`config.mk`:
```
export PLATFORM = sky130hd
export DESIGN_NAME = memory_game_top
export DESIGN_NICKNAME = d
export VERILOG_FILES = /design/src/logic/game_pkg.sv /design/src/logic/video_pkg.sv /design/src/logic/game_fsm.sv /design/src/logic/key_chord_decoder.sv /design/src/logic/memory_game_top.sv /design/src/logic/start_button.sv /design/src/logic/tile_board.sv /design/src/logic/tile_renderer.sv /design/src/logic/vga_timing.sv
export VERILOG_INCLUDE_DIRS = /design/src /design/src/logic
export SDC_FILE = /design/constraint.sdc
export NUM_CORES = 1
export LEC_CHECK = 0
export BUFFER_PORTS_ARGS = -buffer_cell sky130_fd_sc_hd__clkbuf_2
export CAP_MARGIN = 20
export CORE_MARGIN = 2
export CORE_UTILIZATION = 50
export CTS_CLUSTER_DIAMETER = 150
export DETAILED_ROUTE_END_ITERATION = 7
export PLACE_DENSITY_LB_ADDON = 0.08
export SYNTH_ARGS = -nofsm -noshare
export SYNTH_HDL_FRONTEND = slang
export SYNTH_SLANG_ARGS = --single-unit
```
`constraint.sdc`:
```
create_clock -name clk -period 4.5 [get_ports clk]
set_clock_uncertainty 0.15 [all_clocks]
set_input_delay 0 -clock clk [delete_from_list [all_inputs] [get_ports clk]]
set_output_delay 0 -clock clk [all_outputs]
set_load 0.005 [all_outputs]
```
`src/logic/memory_game_macros.svh`:
```
`ifndef MEMORY_GAME_MACROS_SVH
`define MEMORY_GAME_MACROS_SVH

// Board
`define MG_TILES        16
`define MG_IMAGES       8
`define MG_PAIRS_TO_WIN 8
`define MG_DEBOUNCE_LEN 7

// Tile size in half-resolution pixels
`define MG_TILE_W 80
`define MG_TILE_H 60

// 640x480 at 60 Hz
`define MG_H_ACTIVE 640
`define MG_H_FRONT  16
`define MG_H_SYNC   96
`define MG_H_TOTAL  800
`define MG_V_ACTIVE 480
`define MG_V_FRONT  10
`define MG_V_SYNC   2
`define MG_V_TOTAL  525

// Set 2 scan codes
`define MG_KEY_ENTER  8'h5A
`define MG_KEY_LSHIFT 8'h12

`endif

```
`src/logic/game_pkg.sv`:
```
`default_nettype none

`include "memory_game_macros.svh"

package game_pkg;

    typedef logic [$clog2(`MG_TILES)-1:0] tile_idx_t;
    typedef logic [`MG_TILES-1:0] tile_mask_t;
    typedef logic [7:0] scan_code_t;
    typedef logic [3:0] match_cnt_t;

    typedef enum logic [1:0] {
        INIT,
        SHOW,
        GAME,
        FINISH
    } game_state_e;

    typedef enum logic [1:0] {
        CMD_PAIR,
        CMD_FLIP,
        CMD_ENTER
    } key_cmd_e;

    // tile_b is only meaningful for CMD_PAIR
    typedef struct packed {
        logic      valid;
        key_cmd_e  kind;
        tile_idx_t tile_a;
        tile_idx_t tile_b;
    } key_cmd_t;

endpackage

`default_nettype wire

```
`src/logic/video_pkg.sv`:
```
`default_nettype none

`include "memory_game_macros.svh"

package video_pkg;

    // {red, green, blue}, 4 bits each
    typedef logic [11:0] rgb_t;
    typedef logic [9:0] coord_t;

    typedef struct packed {
        coord_t h;
        coord_t v;
        logic   active;
    } screen_pos_t;

    typedef logic [$clog2(`MG_IMAGES)-1:0] img_idx_t;
    typedef logic [$clog2(`MG_TILE_W * `MG_TILE_H)-1:0] img_addr_t;

endpackage

`default_nettype wire

```
`src/logic/game_fsm.sv`:
```
`timescale 1ns/1ps
`default_nettype none

module game_fsm (
    input  wire logic               clk,
    input  wire logic               rst,
    input  wire logic               start_pulse_i,
    input  wire game_pkg::key_cmd_t cmd_i,
    input  wire logic               all_matched_i,
    output game_pkg::game_state_e   state_o,
    output logic                    pass_o
);

    game_pkg::game_state_e next_state;
    logic                  finish_req;

    assign finish_req = cmd_i.valid && cmd_i.kind == game_pkg::CMD_ENTER && all_matched_i;

    always_comb begin
        next_state = state_o;
        case (state_o)
            game_pkg::INIT:   if (start_pulse_i) next_state = game_pkg::SHOW;
            game_pkg::SHOW:   if (start_pulse_i) next_state = game_pkg::GAME;
            game_pkg::GAME:   if (finish_req) next_state = game_pkg::FINISH;
            game_pkg::FINISH: if (start_pulse_i) next_state = game_pkg::INIT;
            default:          next_state = game_pkg::INIT;
        endcase
    end

    always_ff @(posedge clk or posedge rst) begin
        if (rst) begin
            state_o <= game_pkg::INIT;
            pass_o  <= 1'b0;
        end else begin
            state_o <= next_state;
            pass_o  <= next_state == game_pkg::FINISH;
        end
    end

endmodule

`default_nettype wire

```
`src/logic/key_chord_decoder.sv`:
```
`timescale 1ns/1ps
`default_nettype none

`include "memory_game_macros.svh"

module key_chord_decoder (
    input  wire logic                 clk,
    input  wire logic                 rst,
    input  wire logic                 key_evt_i,
    input  wire logic                 key_break_i,
    input  wire game_pkg::scan_code_t key_code_i,
    output game_pkg::key_cmd_t        cmd_o
);

    // Returns {is_tile, tile number}
    function automatic logic [4:0] tile_of(input game_pkg::scan_code_t code);
        logic [4:0] r;
        case (code)
            8'h16:   r = {1'b1, 4'd0};
            8'h1E:   r = {1'b1, 4'd1};
            8'h26:   r = {1'b1, 4'd2};
            8'h25:   r = {1'b1, 4'd3};
            8'h15:   r = {1'b1, 4'd4};
            8'h1D:   r = {1'b1, 4'd5};
            8'h24:   r = {1'b1, 4'd6};
            8'h2D:   r = {1'b1, 4'd7};
            8'h1C:   r = {1'b1, 4'd8};
            8'h1B:   r = {1'b1, 4'd9};
            8'h23:   r = {1'b1, 4'd10};
            8'h2B:   r = {1'b1, 4'd11};
            8'h1A:   r = {1'b1, 4'd12};
            8'h22:   r = {1'b1, 4'd13};
            8'h21:   r = {1'b1, 4'd14};
            8'h2A:   r = {1'b1, 4'd15};
            default: r = 5'b0;
        endcase
        return r;
    endfunction

    game_pkg::scan_code_t last_code_q, prev_code_q, p_code;
    logic                 last_held_q, prev_held_q, p_held;
    logic                 make, repeat_make;
    logic [4:0]           c_tile, p_tile;
    logic                 c_shift, p_shift;
    game_pkg::key_cmd_t   cmd_d;

    assign make        = key_evt_i & ~key_break_i;
    // Typematic repeat of the newest key keeps the older key as partner
    assign repeat_make = key_code_i == last_code_q;
    assign p_code      = repeat_make ? prev_code_q : last_code_q;
    assign p_held      = repeat_make ? prev_held_q : last_held_q;
    assign c_tile      = tile_of(key_code_i);
    assign p_tile      = tile_of(p_code);
    assign c_shift     = key_code_i == `MG_KEY_LSHIFT;
    assign p_shift     = p_code == `MG_KEY_LSHIFT;

    always_comb begin
        cmd_d        = '0;
        cmd_d.kind   = game_pkg::CMD_PAIR;
        cmd_d.tile_a = p_tile[3:0];
        cmd_d.tile_b = c_tile[3:0];
        if (make) begin
            if (key_code_i == `MG_KEY_ENTER) begin
                cmd_d.valid = 1'b1;
                cmd_d.kind  = game_pkg::CMD_ENTER;
            end else if (p_held && p_code != key_code_i) begin
                if (c_shift && p_tile[4]) begin
                    cmd_d.valid = 1'b1;
                    cmd_d.kind  = game_pkg::CMD_FLIP;
                end else if (p_shift && c_tile[4]) begin
                    cmd_d.valid  = 1'b1;
                    cmd_d.kind   = game_pkg::CMD_FLIP;
                    cmd_d.tile_a = c_tile[3:0];
                end else if (c_tile[4] && p_tile[4]) begin
                    cmd_d.valid = 1'b1;
                end
            end
        end
    end

    always_ff @(posedge clk or posedge rst) begin
        if (rst) begin
            last_code_q <= '0;
            prev_code_q <= '0;
            last_held_q <= 1'b0;
            prev_held_q <= 1'b0;
            cmd_o       <= '0;
        end else begin
            cmd_o <= cmd_d;
            if (make) begin
                if (!repeat_make) begin
                    prev_code_q <= last_code_q;
                    prev_held_q <= last_held_q;
                    last_code_q <= key_code_i;
                end
                last_held_q <= 1'b1;
            end else if (key_evt_i) begin
                if (key_code_i == last_code_q) begin
                    last_held_q <= 1'b0;
                end
                if (key_code_i == prev_code_q) begin
                    prev_held_q <= 1'b0;
                end
            end
        end
    end

endmodule

`default_nettype wire

```
`src/logic/memory_game_top.sv`:
```
`timescale 1ns/1ps
`default_nettype none

module memory_game_top (
    input  wire logic                 clk,
    input  wire logic                 rst,
    input  wire logic                 start_i,
    input  wire logic                 hint_i,
    input  wire logic                 key_evt_i,
    input  wire logic                 key_break_i,
    input  wire game_pkg::scan_code_t key_code_i,
    input  wire video_pkg::rgb_t      img_data_i,
    output video_pkg::img_idx_t       img_idx_o,
    output video_pkg::img_addr_t      img_addr_o,
    output video_pkg::rgb_t           rgb_o,
    output logic                      hsync_o,
    output logic                      vsync_o,
    output game_pkg::game_state_e     state_o,
    output logic                      pass_o,
    output game_pkg::tile_mask_t      tile_shown_o,
    output game_pkg::tile_mask_t      tile_flip_o
);

    logic                   start_pulse, all_matched, hsync_raw, vsync_raw;
    game_pkg::key_cmd_t     cmd;
    game_pkg::tile_mask_t   shown, matched;
    video_pkg::screen_pos_t pos;

    start_button u_start_button (
        .clk           (clk),
        .rst           (rst),
        .start_i       (start_i),
        .start_pulse_o (start_pulse)
    );

    key_chord_decoder u_key_chord_decoder (
        .clk         (clk),
        .rst         (rst),
        .key_evt_i   (key_evt_i),
        .key_break_i (key_break_i),
        .key_code_i  (key_code_i),
        .cmd_o       (cmd)
    );

    game_fsm u_game_fsm (
        .clk           (clk),
        .rst           (rst),
        .start_pulse_i (start_pulse),
        .cmd_i         (cmd),
        .all_matched_i (all_matched),
        .state_o       (state_o),
        .pass_o        (pass_o)
    );

    tile_board u_tile_board (
        .clk           (clk),
        .rst           (rst),
        .state_i       (state_o),
        .start_pulse_i (start_pulse),
        .hint_i        (hint_i),
        .cmd_i         (cmd),
        .shown_o       (shown),
        .matched_o     (matched),
        .flip_o        (tile_flip_o),
        .all_matched_o (all_matched)
    );

    vga_timing u_vga_timing (
        .clk     (clk),
        .rst     (rst),
        .pos_o   (pos),
        .hsync_o (hsync_raw),
        .vsync_o (vsync_raw)
    );

    tile_renderer u_tile_renderer (
        .clk        (clk),
        .rst        (rst),
        .pos_i      (pos),
        .hsync_i    (hsync_raw),
        .vsync_i    (vsync_raw),
        .state_i    (state_o),
        .hint_i     (hint_i),
        .shown_i    (shown),
        .matched_i  (matched),
        .flip_i     (tile_flip_o),
        .img_data_i (img_data_i),
        .img_idx_o  (img_idx_o),
        .img_addr_o (img_addr_o),
        .rgb_o      (rgb_o),
        .hsync_o    (hsync_o),
        .vsync_o    (vsync_o)
    );

    assign tile_shown_o = shown | matched;

endmodule

`default_nettype wire

```
`src/logic/start_button.sv`:
```
`timescale 1ns/1ps
`default_nettype none

`include "memory_game_macros.svh"

module start_button (
    input  wire logic clk,
    input  wire logic rst,
    input  wire logic start_i,
    output logic      start_pulse_o
);

    logic [`MG_DEBOUNCE_LEN-1:0] samples_q;
    logic                        all_high;
    logic                        all_high_q;

    assign all_high = &samples_q;

    always_ff @(posedge clk or posedge rst) begin
        if (rst) begin
            samples_q     <= '0;
            all_high_q    <= 1'b0;
            start_pulse_o <= 1'b0;
        end else begin
            samples_q     <= {samples_q[`MG_DEBOUNCE_LEN-2:0], start_i};
            all_high_q    <= all_high;
            // Rising edge of the debounced level
            start_pulse_o <= all_high & ~all_high_q;
        end
    end

endmodule

`default_nettype wire

```
`src/logic/tile_board.sv`:
```
`timescale 1ns/1ps
`default_nettype none

`include "memory_game_macros.svh"

module tile_board (
    input  wire logic                  clk,
    input  wire logic                  rst,
    input  wire game_pkg::game_state_e state_i,
    input  wire logic                  start_pulse_i,
    input  wire logic                  hint_i,
    input  wire game_pkg::key_cmd_t    cmd_i,
    output game_pkg::tile_mask_t       shown_o,
    output game_pkg::tile_mask_t       matched_o,
    output game_pkg::tile_mask_t       flip_o,
    output logic                       all_matched_o
);

    // Tiles 0, 1, 13 and 14 start upside down
    localparam game_pkg::tile_mask_t SHOW_FLIP = 16'h6003;

    game_pkg::match_cnt_t match_cnt_q;
    game_pkg::tile_idx_t  a, b;
    logic                 armed_q;
    logic                 pair_ok, same_img;

    assign a        = cmd_i.tile_a;
    assign b        = cmd_i.tile_b;
    assign pair_ok  = a != b && !matched_o[a] && !matched_o[b];
    // Tile t shows image t mod 8
    assign same_img = a[2:0] == b[2:0] && !flip_o[a] && !flip_o[b];

    assign all_matched_o = match_cnt_q == `MG_PAIRS_TO_WIN;

    always_ff @(posedge clk or posedge rst) begin
        if (rst) begin
            shown_o     <= '0;
            matched_o   <= '0;
            flip_o      <= '0;
            armed_q     <= 1'b1;
            match_cnt_q <= '0;
        end else begin
            case (state_i)
                game_pkg::INIT: begin
                    shown_o     <= '0;
                    matched_o   <= '0;
                    flip_o      <= '0;
                    armed_q     <= 1'b1;
                    match_cnt_q <= '0;
                end
                game_pkg::SHOW: begin
                    shown_o     <= start_pulse_i ? '0 : '1;
                    matched_o   <= '0;
                    flip_o      <= SHOW_FLIP;
                    armed_q     <= 1'b1;
                    match_cnt_q <= '0;
                end
                game_pkg::GAME: begin
                    if (cmd_i.valid && !hint_i) begin
                        case (cmd_i.kind)
                            game_pkg::CMD_PAIR: begin
                                if (armed_q && pair_ok) begin
                                    shown_o[a] <= 1'b1;
                                    shown_o[b] <= 1'b1;
                                    armed_q    <= 1'b0;
                                    if (same_img) begin
                                        matched_o[a] <= 1'b1;
                                        matched_o[b] <= 1'b1;
                                        match_cnt_q  <= match_cnt_q + 1'b1;
                                    end
                                end
                            end
                            game_pkg::CMD_FLIP: begin
                                if (armed_q && !matched_o[a]) begin
                                    shown_o[a] <= 1'b1;
                                    flip_o[a]  <= ~flip_o[a];
                                    armed_q    <= 1'b0;
                                end
                            end
                            game_pkg::CMD_ENTER: begin
                                if (!armed_q) begin
                                    shown_o <= shown_o & matched_o;
                                    armed_q <= 1'b1;
                                end
                            end
                            default: ;
                        endcase
                    end
                end
                default: shown_o <= '1;
            endcase
        end
    end

endmodule

`default_nettype wire

```
`src/logic/tile_renderer.sv`:
```
`timescale 1ns/1ps
`default_nettype none

`include "memory_game_macros.svh"

module tile_renderer (
    input  wire logic                   clk,
    input  wire logic                   rst,
    input  wire video_pkg::screen_pos_t pos_i,
    input  wire logic                   hsync_i,
    input  wire logic                   vsync_i,
    input  wire game_pkg::game_state_e  state_i,
    input  wire logic                   hint_i,
    input  wire game_pkg::tile_mask_t   shown_i,
    input  wire game_pkg::tile_mask_t   matched_i,
    input  wire game_pkg::tile_mask_t   flip_i,
    input  wire video_pkg::rgb_t        img_data_i,
    output video_pkg::img_idx_t         img_idx_o,
    output video_pkg::img_addr_t        img_addr_o,
    output video_pkg::rgb_t             rgb_o,
    output logic                        hsync_o,
    output logic                        vsync_o
);

    video_pkg::coord_t   x, y;
    logic [1:0]          col, row;
    logic [6:0]          tx;
    logic [5:0]          ty, img_y;
    game_pkg::tile_idx_t tile;
    logic                hint_game, visible, visible_q;

    assign hint_game = hint_i && state_i == game_pkg::GAME;

    always_comb begin
        // Picture is scaled by two
        x     = pos_i.h >> 1;
        y     = pos_i.v >> 1;
        col   = 2'(x / `MG_TILE_W);
        row   = 2'(y / `MG_TILE_H);
        tx    = 7'(x - col * `MG_TILE_W);
        ty    = 6'(y - row * `MG_TILE_H);
        tile  = {row, col};
        img_y = (flip_i[tile] && !hint_game) ? 6'(`MG_TILE_H - 1 - ty) : ty;
    end

    assign img_idx_o  = tile[2:0];
    assign img_addr_o = video_pkg::img_addr_t'(tx)
                      + video_pkg::img_addr_t'(img_y) * video_pkg::img_addr_t'(`MG_TILE_W);

    assign visible = pos_i.active && (shown_i[tile] || matched_i[tile] || hint_game);

    // Line up with the one-cycle memory read
    always_ff @(posedge clk or posedge rst) begin
        if (rst) begin
            visible_q <= 1'b0;
            hsync_o   <= 1'b1;
            vsync_o   <= 1'b1;
        end else begin
            visible_q <= visible;
            hsync_o   <= hsync_i;
            vsync_o   <= vsync_i;
        end
    end

    assign rgb_o = visible_q ? img_data_i : '0;

endmodule

`default_nettype wire

```
`src/logic/vga_timing.sv`:
```
`timescale 1ns/1ps
`default_nettype none

`include "memory_game_macros.svh"

module vga_timing (
    input  wire logic          clk,
    input  wire logic          rst,
    output video_pkg::screen_pos_t pos_o,
    output logic               hsync_o,
    output logic               vsync_o
);

    localparam int HS_START = `MG_H_ACTIVE + `MG_H_FRONT - 1;
    localparam int VS_START = `MG_V_ACTIVE + `MG_V_FRONT - 1;

    video_pkg::coord_t pix_q, line_q;
    logic              h_act, v_act, line_end;

    assign line_end = pix_q == `MG_H_TOTAL - 1;
    assign h_act    = pix_q < `MG_H_ACTIVE;
    assign v_act    = line_q < `MG_V_ACTIVE;

    assign pos_o.h      = h_act ? pix_q : '0;
    assign pos_o.v      = v_act ? line_q : '0;
    assign pos_o.active = h_act & v_act;

    always_ff @(posedge clk or posedge rst) begin
        if (rst) begin
            pix_q   <= '0;
            line_q  <= '0;
            hsync_o <= 1'b1;
            vsync_o <= 1'b1;
        end else begin
            pix_q <= line_end ? '0 : pix_q + 1'b1;
            if (line_end) begin
                line_q <= line_q == `MG_V_TOTAL - 1 ? '0 : line_q + 1'b1;
            end
            // Active-low syncs
            hsync_o <= !(pix_q >= HS_START && pix_q < HS_START + `MG_H_SYNC);
            vsync_o <= !(line_q >= VS_START && line_q < VS_START + `MG_V_SYNC);
        end
    end

endmodule

`default_nettype wire

```
==> results.md, run 1 <==
- Result of the run: finished, violations left
- Failing checks: negative setup slack
- Total Power Consumption: 3.47 mW
- Crit path setup slack, layout: -0.370 ns
- CP arrival: 4.72 ns
- Cell type with the largest total area after synthesis: sky130_fd_sc_hd__dfrtp_1
- Worst Setup Start Kind: flop
- Synthesis-to-layout area growth: 20.9%
- Maximum clock path buffer count: 2
- Relative slew slack: 0.351
- Final max-slew violation count: 0
- Num ports: 91
- Crit-path leading delay family: compound AO/OA/AOI/OAI gates
- Share of post-route cells with drive strength above 1: 0.263
- Final setup violation count: 4
- Number of distinct library cells after synthesis: slightly above 70
- Sequential fraction of the synthesis area: 0.344
- Final worst path period need: slightly below 5 ns
- Most instantiated library cell after synthesis: sky130_fd_sc_hd__dfrtp_1
- Unrepaired setup endpoints after global routing: true
- Number of cell rows: 48
- Die Height: 136 um
- Data required time of the critical path: ~4.4 ns
- Input/output buffers: 90
- Register clock-pin slew on the reported worst setup and hold paths: approximately 0.060 ns
- Parity-gate share of the synthesized area counting xor and xnor cells: 0.0573
- Total standard cell area after synthesis: between 8000 and 9000 sq um
- Kind of end point of the critical path: primary output
- Path type of the worst min-delay path: in2async
- Adder and majority gate portion of the synthesized area: 0.0723
- Pre-CTS setup slack: -0.0421 ns
- Fin nets: ~1,200
- Floorplan die width: ~140 um
- Global-route wire length before repair: around 39 mm
- Flip-flop and latch count after synthesis: 119
- Dominant combinational cell family by area after synthesis: simple AND/OR/NAND/NOR gates
- Leakage power: approximately 4.7 nW
- Average cell area after synthesis: 8.96 sq um
- Number of global-route vias before repair: roughly 7,300
- Slew at the pin closest to its max-slew limit: between 0.9 and 1 ns
- Fraction of the mapped netlist area in compound gates: 0.180
- Cells after synthesis: 969
- Maximum number of pins on one net before global-route repair: 43
- Routed wire length: around 24 mm
- Maximum frequency from static timing analysis: approximately 0.21 GHz
- Clk Latency, worst-skew pair: around 0.42 ns
- Initial core utilization: 0.507
- GRT Overall Usage: 0.268
- Number of buffers and inverters on the critical path: 4
- Post-synth EDFFs: 0
- Peak supply drop: between 0.2 and 0.3 mV
- Power density over cell area: around 330 nW/um^2
- Total half-perimeter wirelength after legalization and detailed placement: between 15 and 20 mm
- Gp weighted congestion: approximately 0.88
- DRC violation count after routing: 0
- Synth cell count leaders: sky130_fd_sc_hd__dfrtp_1 (114), sky130_fd_sc_hd__a21oi_1 (90), sky130_fd_sc_hd__nor2_1 (73)
- Post-layout util: 0.613
- Number of nets produced by synthesis: 1,042
- Die area: 18,400 sq um
- Aggregate negative setup slack: -1.16 ns
- Yosys warns: 0
- Number of H-tree branching levels: 4
- CTS root buf: sky130_fd_sc_hd__clkbuf_16
- Number of antenna repair diodes: 0
- Count of antenna-violating nets left after detailed routing: 0
- Number of hold violations in the final report: 0
- Vias after detailed routing: ~7,700
- Critical Setup Path Class: reg2out
- Cell type of the slowest stage on the worst timing path: sky130_fd_sc_hd__a2111oi_4
- Wire length per cell: ~18 um
- Async set or reset register ratio after synthesis: 1.00
- Number of DRC markers in iteration 0: approximately 540
- Overflow left after global routing: 0
- Max capacitance violation total: 0
- Final-layout fill cell count: 1,477
- Top cells by area in the synthesized netlist: sky130_fd_sc_hd__dfrtp_1 (33%), sky130_fd_sc_hd__ha_1 (6.2%), sky130_fd_sc_hd__a21oi_1 (5.2%), sky130_fd_sc_hd__mux4_2 (4.4%), sky130_fd_sc_hd__xnor2_1 (4.0%)
- CP cell instances: nand2b_1, a211o_1, a211o_1, and3_1, a2111oi_4, nor3_4, buf_6, xor2_2, ha_1, ha_2, inv_2, fa_2, buf_6, xor2_4, nor4_2, maj3_2, nor2_1, a21oi_1, buf_2
- Area share of the largest cell type after synthesis: 0.329
- CTS tree: yes
- Fraction of the cycle the final worst path needs: 1.08
- Number of antenna violations at the first check in global routing: 0
- Worst stage delay on the critical path: around 0.4 ns
- Iteration count of the initial detailed-routing pass: 6
- Leading register cell type out of synthesis: sky130_fd_sc_hd__dfrtp_1
- Worst Path Max Fanout: 5
- CTS Sinks: approximately 120
- Avg Vias per Cell: a little under 6
- Multiplexer share of the synthesized area: 0.111
- Core area: about 17,000 sq um
- Total clock buffers created by CTS: 17
- Simple-gate share of the synthesized area: 0.187
## registers in the layout, indices dropped and copies added (netlist names), 2 cells and up
signal	cells
u_game_fsm.state_o	2
u_key_chord_decoder.cmd_o	11
u_key_chord_decoder.last_code_q	8
u_key_chord_decoder.prev_code_q	8
u_start_button.samples_q	7
u_tile_board.flip_o	16
u_tile_board.match_cnt_q	4
u_tile_board.matched_o	16
u_tile_board.shown_o	16
u_vga_timing.line_q	10
u_vga_timing.pix_q	10
## worst reg2reg max path, delay by kind of cell, from the launching register on
family	cells	cell delay [ns]
mux	2	1.09
buf+inv	2	0.63
flops	1	0.63
simple gates	3	0.37
compound gates	2	0.49
## layout by cell type (no fill, tap or decap), drive strengths merged, types with 4 or more instances in the layout
master	instances
or3	4
nand3	31
xnor2	41
mux2i	26
or2	22
ha	43
mux4	19
o22ai	5
dlygate4sd3	14
nand4	12
buf	51
clkinv	6
o211ai	13
mux2	24
a31oi	9
dfstp	5
nand2b	18
nor4	5
nor2	73
o31ai	8
a21oi	92
xor2	15
nor2b	14
a22o	5
o21ai	79
and2	22
nor3	20
clkbuf	107
nand2	72
a211o	4
fa	4
dfrtp	114
and3	23
clkinvlp	4
a21o	11
inv	48
## per-layer routing
metal  GRT usage  vias up  wire length, um  share of wire
met5           0        -                0              0
met4      0.0810        0              427          0.018
met3      0.0640       34             1450          0.060
met2       0.427      199            11200           0.46
met1       0.363     3769            11000           0.46
li1            -     3691                -              -
## path summary, 6_finish.rpt
check,startpoint,end,slack (ns),depth (start not counted)
setup / recovery,u_vga_timing.pix_q[6],img_addr_o[12],-0.37,19
hold reg to reg,u_vga_timing.hsync_o,u_tile_renderer.hsync_o,0.21,0
hold / removal,rst,u_vga_timing.pix_q[0],0.007,3
setup reg to reg,u_key_chord_decoder.cmd_o[4],u_tile_board.matched_o[15],1.07,9
min in group clk,start_i,u_start_button.samples_q[0],0.09,2
max in group asynchronous,rst,u_vga_timing.line_q[7],3.19,4
## metrics by stage
stage	hold WS (ns)	instance area, sq um	instances
6_report	0.00707	10500	1325
5_1_grt	0.0700	10500	1325
4_1_cts	0.0271	10300	1316
3_5_place_dp	-0.0900	9410	1262
3_3_place_gp	-0.0901	9390	1260
2_1_floorplan	-0.119	8680	969
## repair_timing
action                                  in CTS  in global routing
resized for setup                           25                 34
hold buffers                                14                  0
buffers inserted                             8                 11
cloned                                       0                  0
pin swaps                                   17                 18
endpoints found under the setup margin       5                  5
endpoints found under the hold margin       56                  0
## final cells by class
cell class / count / area (sq um) / area share
timing repair buffer: 151 / 962 / 0.0916
sequential: 119 / 2990 / 0.285
clock inverter: 11 / 101 / 0.00965
tap: 225 / 282 / 0.0268
inverter: 48 / 183 / 0.0174
multi-input combinational: 750 / 5520 / 0.526
clock buffer: 21 / 460 / 0.0439
## where the power goes
group / internal [mW] / leakage [nW] / switching, mW
Sequential: 1.15 / 1.56 / 0.102
Combinational: 0.402 / 2.89 / 0.516
Clock: 0.786 / 0.265 / 0.510
Total: 2.34 / 4.72 / 1.13
## logic make-up after synthesis
family | Yosys count
buffers and inverters | 100
AOI/OAI and AO/OA | 254
muxes | 69
DFF | 119
and+or+nand+nor | 323
adders and majority gates | 48
xor gates and xnor gates | 56
(Power assumes the default switching activity.)
==> run 2, diff against run 1 <==
--- a/config.mk
+++ b/config.mk
@@ -12,6 +12,7 @@
 export CORE_UTILIZATION = 50
 export CTS_CLUSTER_DIAMETER = 150
 export DETAILED_ROUTE_END_ITERATION = 7
+export HOLD_SLACK_MARGIN = 0.08
 export PLACE_DENSITY_LB_ADDON = 0.08
 export SYNTH_ARGS = -nofsm -noshare
 export SYNTH_HDL_FRONTEND = slang
==> run 2 against run 1 <==
Net effect: the flow still finishes with violations (negative setup slack); clock-buffer cell count unchanged; die area unchanged; sequential share of layout area down 0.081 points; fmax about the same; design area up 0.29%; largest power group unchanged; highest routed layer unchanged; cell count up 0.23%; non-clock buffer count up 3; setup slack better by 0.0023 ns; worst hold slack better by 0.12 ns.
==> results.md, run 2 (synthesis gave the netlist of run 1 again) <==
- Max capacitance violation total: 0 (unchanged)
- DRC violation count after routing: 0 (unchanged)
- Slew at the pin closest to its max-slew limit: 0.951 ns (-0.0108 ns)
- Count of placed standard cells including taps: 1,262 (unchanged)
- Routed wire length: 24.0 mm (-0.24%)
- Path type of the worst min-delay path: in2out
- Maximum clock path buffer count: 2 (unchanged)
- Number of global-route vias before repair: 7,322 (+0.15%)
- Final worst path period need: 4.87 ns (-0.00229 ns)
- Worst Setup Start Kind: flop
- Maximum frequency from static timing analysis: 0.205 GHz (about the same)
- Die Height: 136 um (unchanged)
- Final setup violation count: 4 (unchanged)
- Largest registers in the final layout: u_tile_board.flip_o (16), u_tile_board.matched_o (16), u_tile_board.shown_o (16)
- CTS Sinks: 119 (unchanged)
- Total half-perimeter wirelength after legalization and detailed placement: 17.0 mm (unchanged)
- Wire length per cell: 18.1 um (-0.46%)
- Input/output buffers: 90 (unchanged)
- Kind of end point of the critical path: primary output
- Number of DRC markers in iteration 0: 564 (+4.1%)
- Initial core utilization: 0.507 (unchanged)
- Highest-count cells in the layout ignoring fill and taps: sky130_fd_sc_hd__dfrtp_1 (111), sky130_fd_sc_hd__a21oi_1 (87), sky130_fd_sc_hd__clkbuf_2 (86)
- Post-layout util: 0.615 (+0.00175)
- Pre-CTS setup slack: -0.0421 ns (unchanged)
- Register clock-pin slew on the reported worst setup and hold paths: 0.05 ns (about the same)
- Result of the run: finished, violations left
- Gp weighted congestion: 0.876 (unchanged)
- Total clock buffers created by CTS: 17 (unchanged)
- Avg Vias per Cell: 5.79 (-0.32%)
- Number of antenna violations at the first check in global routing: 0 (unchanged)
- Synthesis-to-layout area growth: 21.3%
- Number of hold violations in the final report: 0 (unchanged)
- Core area: 17,100 sq um (unchanged)
- Die area: 18,400 sq um (unchanged)
- Final-layout fill cell count: 1,474 (-0.20%)
- Critical Setup Path Class: reg2out
- Global-route wire length before repair: 38.5 mm (about the same)
- Final max-slew violation count: 0 (unchanged)
- Relative slew slack: 0.358 (+0.00729)
- Clk Latency, worst-skew pair: 0.42 ns (about the same)
- Maximum number of pins on one net before global-route repair: 43 (unchanged)
- Power density over cell area: 329 nW/um^2 (-0.18%)
- Count of antenna-violating nets left after detailed routing: 0 (unchanged)
- Worst Path Max Fanout: 5 (unchanged)
- Floorplan die width: 136 um (unchanged)
- Fraction of the cycle the final worst path needs: 1.08 (about the same)
- Multi-input logic area: 5520 sq um (unchanged)
- GRT Overall Usage: 0.268 (+0.000320)
- Aggregate negative setup slack: -1.17 ns (-0.00274 ns)
- Total Power Consumption: 3.47 mW (+0.10%)
- Peak supply drop: 0.280 mV (+0.66%)
- Overflow left after global routing: 0 (unchanged)
- Area of all sequential standard cells: 2990 sq um (unchanged)
- Fin nets: 1,163 (+0.26%)
- Iteration count of the initial detailed-routing pass: 6 (unchanged)
- Crit path setup slack, layout: -0.368 ns (+0.00229 ns)
- Number of antenna repair diodes: 0 (unchanged)
- Unrepaired setup endpoints after global routing: true
- Number of H-tree branching levels: 4 (unchanged)
- Vias after detailed routing: 7,686 (-0.091%)
- Post-route insts no fill: 1,328 (+0.23%)
- CTS tree: yes
- Share of post-route cells with drive strength above 1: 0.262 (-0.000715)
- CTS root buf: sky130_fd_sc_hd__clkbuf_16
- Num ports: 91 (unchanged)
- Failing checks: negative setup slack
- Commonest non-fill, non-tap cell in the layout: sky130_fd_sc_hd__dfrtp_1
- Number of cell rows: 48 (unchanged)
- Data required time of the critical path: 4.35 ns (about the same)
- CP arrival: 4.72 ns (about the same)
- Leakage power: 4.73 nW (+0.27%)
run 2: changes by cell type in the layout (fill, tap and decap cells not counted):
cell	delta
sky130_fd_sc_hd__dlygate4sd3_1	+3
run 2: report_power, final:
part	total, mW	switching [mW]	internal [mW]
registers	1.25	0.102	1.15
logic	0.921	0.516	0.404
clock network	1.30	0.511	0.786
total	3.47	1.13	2.34
run 2: per-stage QoR:
stage / hold WS (ns) / cell area (sq um)
global route: 0.143 / 10500
CTS: 0.132 / 10300
floorplan: -0.119 / 8680
detailed placement: -0.0900 / 9410
global placement: -0.0901 / 9390
finish: 0.129 / 10500
run 2: layout make-up:
| cell class | count | area share |
|---|---|---|
| sequential | 119 | 0.284 |
| inverter | 48 | 0.0173 |
| clock buffer | 21 | 0.0437 |
| multi-input combinational | 750 | 0.525 |
| timing repair buffer | 154 | 0.0942 |
| tap | 225 | 0.0267 |
| clock inverter | 11 | 0.00962 |
run 2: path summary, 6_finish.rpt:
path / start / end / slack, ns / cells after the start
max: u_vga_timing.pix_q[6] / img_addr_o[12] / -0.37 / 19
min: img_data_i[2] / rgb_o[2] / 0.13 / 3
max reg2reg: u_key_chord_decoder.cmd_o[5] / u_tile_board.flip_o[8] / 1.04 / 8
min reg2reg: u_vga_timing.hsync_o / u_tile_renderer.hsync_o / 0.21 / 0
max in group asynchronous: rst / u_vga_timing.line_q[7] / 2.61 / 5
min in group asynchronous: rst / u_vga_timing.pix_q[0] / 0.58 / 4
run 2: worst max-delay path, cell delays in order (launching register included):
cell,delay (ns)
sky130_fd_sc_hd__dfrtp_1,0.39
sky130_fd_sc_hd__nand2b_1,0.18
sky130_fd_sc_hd__a211o_1,0.39
sky130_fd_sc_hd__a211o_1,0.28
sky130_fd_sc_hd__and3_1,0.19
sky130_fd_sc_hd__a2111oi_4,0.40
sky130_fd_sc_hd__nor3_4,0.10
sky130_fd_sc_hd__buf_6,0.16
sky130_fd_sc_hd__xor2_2,0.19
sky130_fd_sc_hd__ha_1,0.29
sky130_fd_sc_hd__ha_2,0.19
sky130_fd_sc_hd__inv_2,0.04
sky130_fd_sc_hd__fa_2,0.34
sky130_fd_sc_hd__buf_6,0.14
sky130_fd_sc_hd__xor2_4,0.17
sky130_fd_sc_hd__nor4_2,0.28
sky130_fd_sc_hd__maj3_2,0.27
sky130_fd_sc_hd__nor2_1,0.04
sky130_fd_sc_hd__a21oi_1,0.13
sky130_fd_sc_hd__buf_2,0.13
run 2: routing by layer:
metal | vias up | GRT usage | share of wire
met5 | - | 0 | 0
met3 | 37 | 0.0640 | 0.060
met1 | 3749 | 0.364 | 0.46
met2 | 206 | 0.427 | 0.46
met4 | 0 | 0.0810 | 0.018
li1 | 3694 | - | -
run 2: what timing repair did:
| item | 4_1_cts | 5_1_grt |
|---|---|---|
| setup endpoints to repair | 5 | 5 |
| endpoints found under the hold margin | 95 | 0 |
| pin swaps | 17 | 18 |
| setup buffers | 8 | 11 |
| hold buffers | 17 | 0 |
| resized for setup | 25 | 34 |
| cloned | 0 | 0 |
==> run 3, diff against run 2 <==
--- a/config.mk
+++ b/config.mk
@@ -17,3 +17,4 @@
 export SYNTH_ARGS = -nofsm -noshare
 export SYNTH_HDL_FRONTEND = slang
 export SYNTH_SLANG_ARGS = --single-unit
+export TNS_END_PERCENT = 5
==> run 3 against run 2 <==
Net effect: register-to-register slack better by 0.02 ns; combinational power about the same; cell count about the same; first-iteration DRC count up 0.18%; the flow still finishes with violations (negative setup slack); critical endpoint unchanged.
==> results.md, run 3 (synthesis gave the netlist of run 1 again) <==
- Relative slew slack: 0.353 (-0.00500)
- Core area: 17,100 sq um (unchanged)
- GRT Overall Usage: 0.268 (unchanged)
- Total clock buffers created by CTS: 17 (unchanged)
- Worst Path Max Fanout: 5 (unchanged)
- Maximum clock path buffer count: 2 (unchanged)
- Kind of end point of the critical path: primary output
- Number of DRC markers in iteration 0: 565 (+0.18%)
- Path type of the worst min-delay path: in2out
- Result of the run: finished, violations left
- Critical Setup Path Class: reg2out
- Wire length per cell: 18.1 um (+0.23%)
- Iteration count of the initial detailed-routing pass: 5 (-1)
- Peak supply drop: 0.279 mV (-0.33%)
- Final max-slew violation count: 0 (unchanged)
- Met2 track demand over resource in global routing: 0.427 (unchanged)
- Vias after detailed routing: 7,725 (+0.51%)
- Number of global-route vias before repair: 7,322 (unchanged)
- Slew at the pin closest to its max-slew limit: 0.958 ns (+0.00740 ns)
- Worst Setup Start Kind: flop
- Post-layout util: 0.615 (about the same)
- CTS tree: yes
- Register clock-pin slew on the reported worst setup and hold paths: 0.05 ns (about the same)
- Count of antenna-violating nets left after detailed routing: 0 (unchanged)
- Unrepaired setup endpoints after global routing: true
- Number of hold violations in the final report: 0 (unchanged)
- Number of antenna repair diodes: 0 (unchanged)
- Input/output buffers: 90 (unchanged)
- Final-layout fill cell count: 1,475 (+0.068%)
- Die Height: 136 um (unchanged)
- Crit path setup slack, layout: -0.355 ns (+0.0125 ns)
- Most congested layer reported by global routing: met2
- Data required time of the critical path: 4.35 ns (about the same)
- Initial core utilization: 0.507 (unchanged)
- CTS Sinks: 119 (unchanged)
- Final worst path period need: 4.86 ns (-0.0125 ns)
- Met1 routing resource usage after global routing: 0.364 (unchanged)
- Avg Vias per Cell: 5.82 (+0.58%)
- Routed wire length: 24.1 mm (+0.16%)
- Failing checks: negative setup slack
- CP arrival: 4.71 ns (about the same)
- Pre-CTS setup slack: -0.0421 ns (unchanged)
- Commonest non-fill, non-tap cell in the layout: sky130_fd_sc_hd__dfrtp_1
- Num ports: 91 (unchanged)
- Global-route wire length before repair: 38.5 mm (unchanged)
- CTS root buf: sky130_fd_sc_hd__clkbuf_16
- Number of antenna violations at the first check in global routing: 0 (unchanged)
- Multi-input logic area: 5520 sq um (unchanged)
- Maximum number of pins on one net before global-route repair: 43 (unchanged)
- Number of H-tree branching levels: 4 (unchanged)
- Largest registers in the final layout: u_tile_board.flip_o (16), u_tile_board.matched_o (16), u_tile_board.shown_o (16)
- Total half-perimeter wirelength after legalization and detailed placement: 17.0 mm (unchanged)
- Maximum frequency from static timing analysis: 0.206 GHz (+0.26%)
- Leakage power: 4.72 nW (-0.12%)
- Number of cell rows: 48 (unchanged)
- Fin nets: 1,162 (-0.086%)
- Clk Latency, worst-skew pair: 0.42 ns (about the same)
- Met3 GRT Util: 0.0640 (unchanged)
- Final setup violation count: 4 (unchanged)
- Area of all sequential standard cells: 2990 sq um (unchanged)
- Floorplan die width: 136 um (unchanged)
- Gp weighted congestion: 0.876 (unchanged)
- Max capacitance violation total: 0 (unchanged)
- Die area: 18,400 sq um (unchanged)
- Overflow left after global routing: 0 (unchanged)
- Power density over cell area: 329 nW/um^2 (about the same)
- Post-route insts no fill: 1,327 (-0.075%)
- Fraction of the cycle the final worst path needs: 1.08 (-0.00279)
- Highest-count cells in the layout ignoring fill and taps: sky130_fd_sc_hd__dfrtp_1 (111), sky130_fd_sc_hd__a21oi_1 (87), sky130_fd_sc_hd__clkbuf_2 (87)
- Count of placed standard cells including taps: 1,262 (unchanged)
- Share of post-route cells with drive strength above 1: 0.261 (-0.000670)
- DRC violation count after routing: 0 (unchanged)
- Synthesis-to-layout area growth: 21.2% (about the same)
-- run 3: cell types whose count changed in the layout (fill, tap and decap cells not counted) --
cell,before,now
sky130_fd_sc_hd__clkbuf_2,86,87
sky130_fd_sc_hd__buf_2,4,3
sky130_fd_sc_hd__buf_6,5,6
sky130_fd_sc_hd__buf_4,42,40
-- run 3: per-layer routing --
layer | part of all wire | vias to the layer above | wire length (um)
met5 | 0 | - | 0
met4 | 0.019 | 0 | 446
met3 | 0.060 | 41 | 1440
met2 | 0.47 | 221 | 11200
met1 | 0.46 | 3773 | 11000
li1 | - | 3690 | -
-- run 3: worst paths after layout --
check                                              from                      end  slack, ns  depth (start not counted)
min reg2reg                        u_vga_timing.hsync_o  u_tile_renderer.hsync_o       0.21                          0
max                               u_vga_timing.pix_q[6]           img_addr_o[12]      -0.36                         19
max reg2reg                u_key_chord_decoder.cmd_o[5]   u_tile_board.flip_o[6]       1.06                          8
min                                       img_data_i[2]                 rgb_o[2]       0.13                          3
max in group asynchronous                           rst   u_vga_timing.line_q[7]       2.61                          5
min in group asynchronous                           rst    u_vga_timing.pix_q[0]       0.58                          4
-- run 3: layout make-up --
class | count | share of cell area
timing repair buffer | 153 | 0.0939
inverter | 48 | 0.0174
multi-input combinational | 750 | 0.525
tap | 225 | 0.0267
clock buffer | 21 | 0.0437
clock inverter | 11 | 0.00963
sequential | 119 | 0.284
-- run 3: what timing repair did --
action,4_1_cts,5_1_grt
hold buffers,17,0
pin swaps,17,17
endpoints found under the setup margin,5,5
hold endpoints to repair,95,0
setup buffers,8,8
resized for setup,25,34
-- run 3: metrics by stage --
step           setup TNS (ns)  area [sq um]  total power [mW]  hold WS (ns)
4_1_cts                -0.608         10300              3.46         0.132
3_5_place_dp          -0.0483          9410              2.14       -0.0900
3_3_place_gp                0          9390              2.13       -0.0901
5_1_grt                 -1.98         10500              3.65         0.143
6_report                -1.14         10500              3.47         0.129
2_1_floorplan         -0.0505          8680              1.87        -0.119
-- run 3: where the power goes --
group	total (mW)	switching (mW)	internal, mW
sequential	1.25	0.102	1.15
combinational	0.920	0.516	0.403
clock	1.30	0.510	0.786
-- run 3: critical path, cell delays in order, from the launching register on --
cell and delay, ns:
sky130_fd_sc_hd__dfrtp_1 0.39, sky130_fd_sc_hd__nand2b_1 0.18, sky130_fd_sc_hd__a211o_1 0.39, sky130_fd_sc_hd__a211o_1 0.28, sky130_fd_sc_hd__and3_1 0.19, sky130_fd_sc_hd__a2111oi_4 0.40, sky130_fd_sc_hd__nor3_4 0.10, sky130_fd_sc_hd__buf_6 0.16
sky130_fd_sc_hd__xor2_2 0.19, sky130_fd_sc_hd__ha_1 0.29, sky130_fd_sc_hd__ha_2 0.19, sky130_fd_sc_hd__inv_2 0.04, sky130_fd_sc_hd__fa_2 0.34, sky130_fd_sc_hd__buf_6 0.14, sky130_fd_sc_hd__xor2_4 0.16, sky130_fd_sc_hd__nor4_2 0.28
sky130_fd_sc_hd__maj3_2 0.26, sky130_fd_sc_hd__nor2_1 0.04, sky130_fd_sc_hd__a21oi_1 0.13, sky130_fd_sc_hd__buf_2 0.13
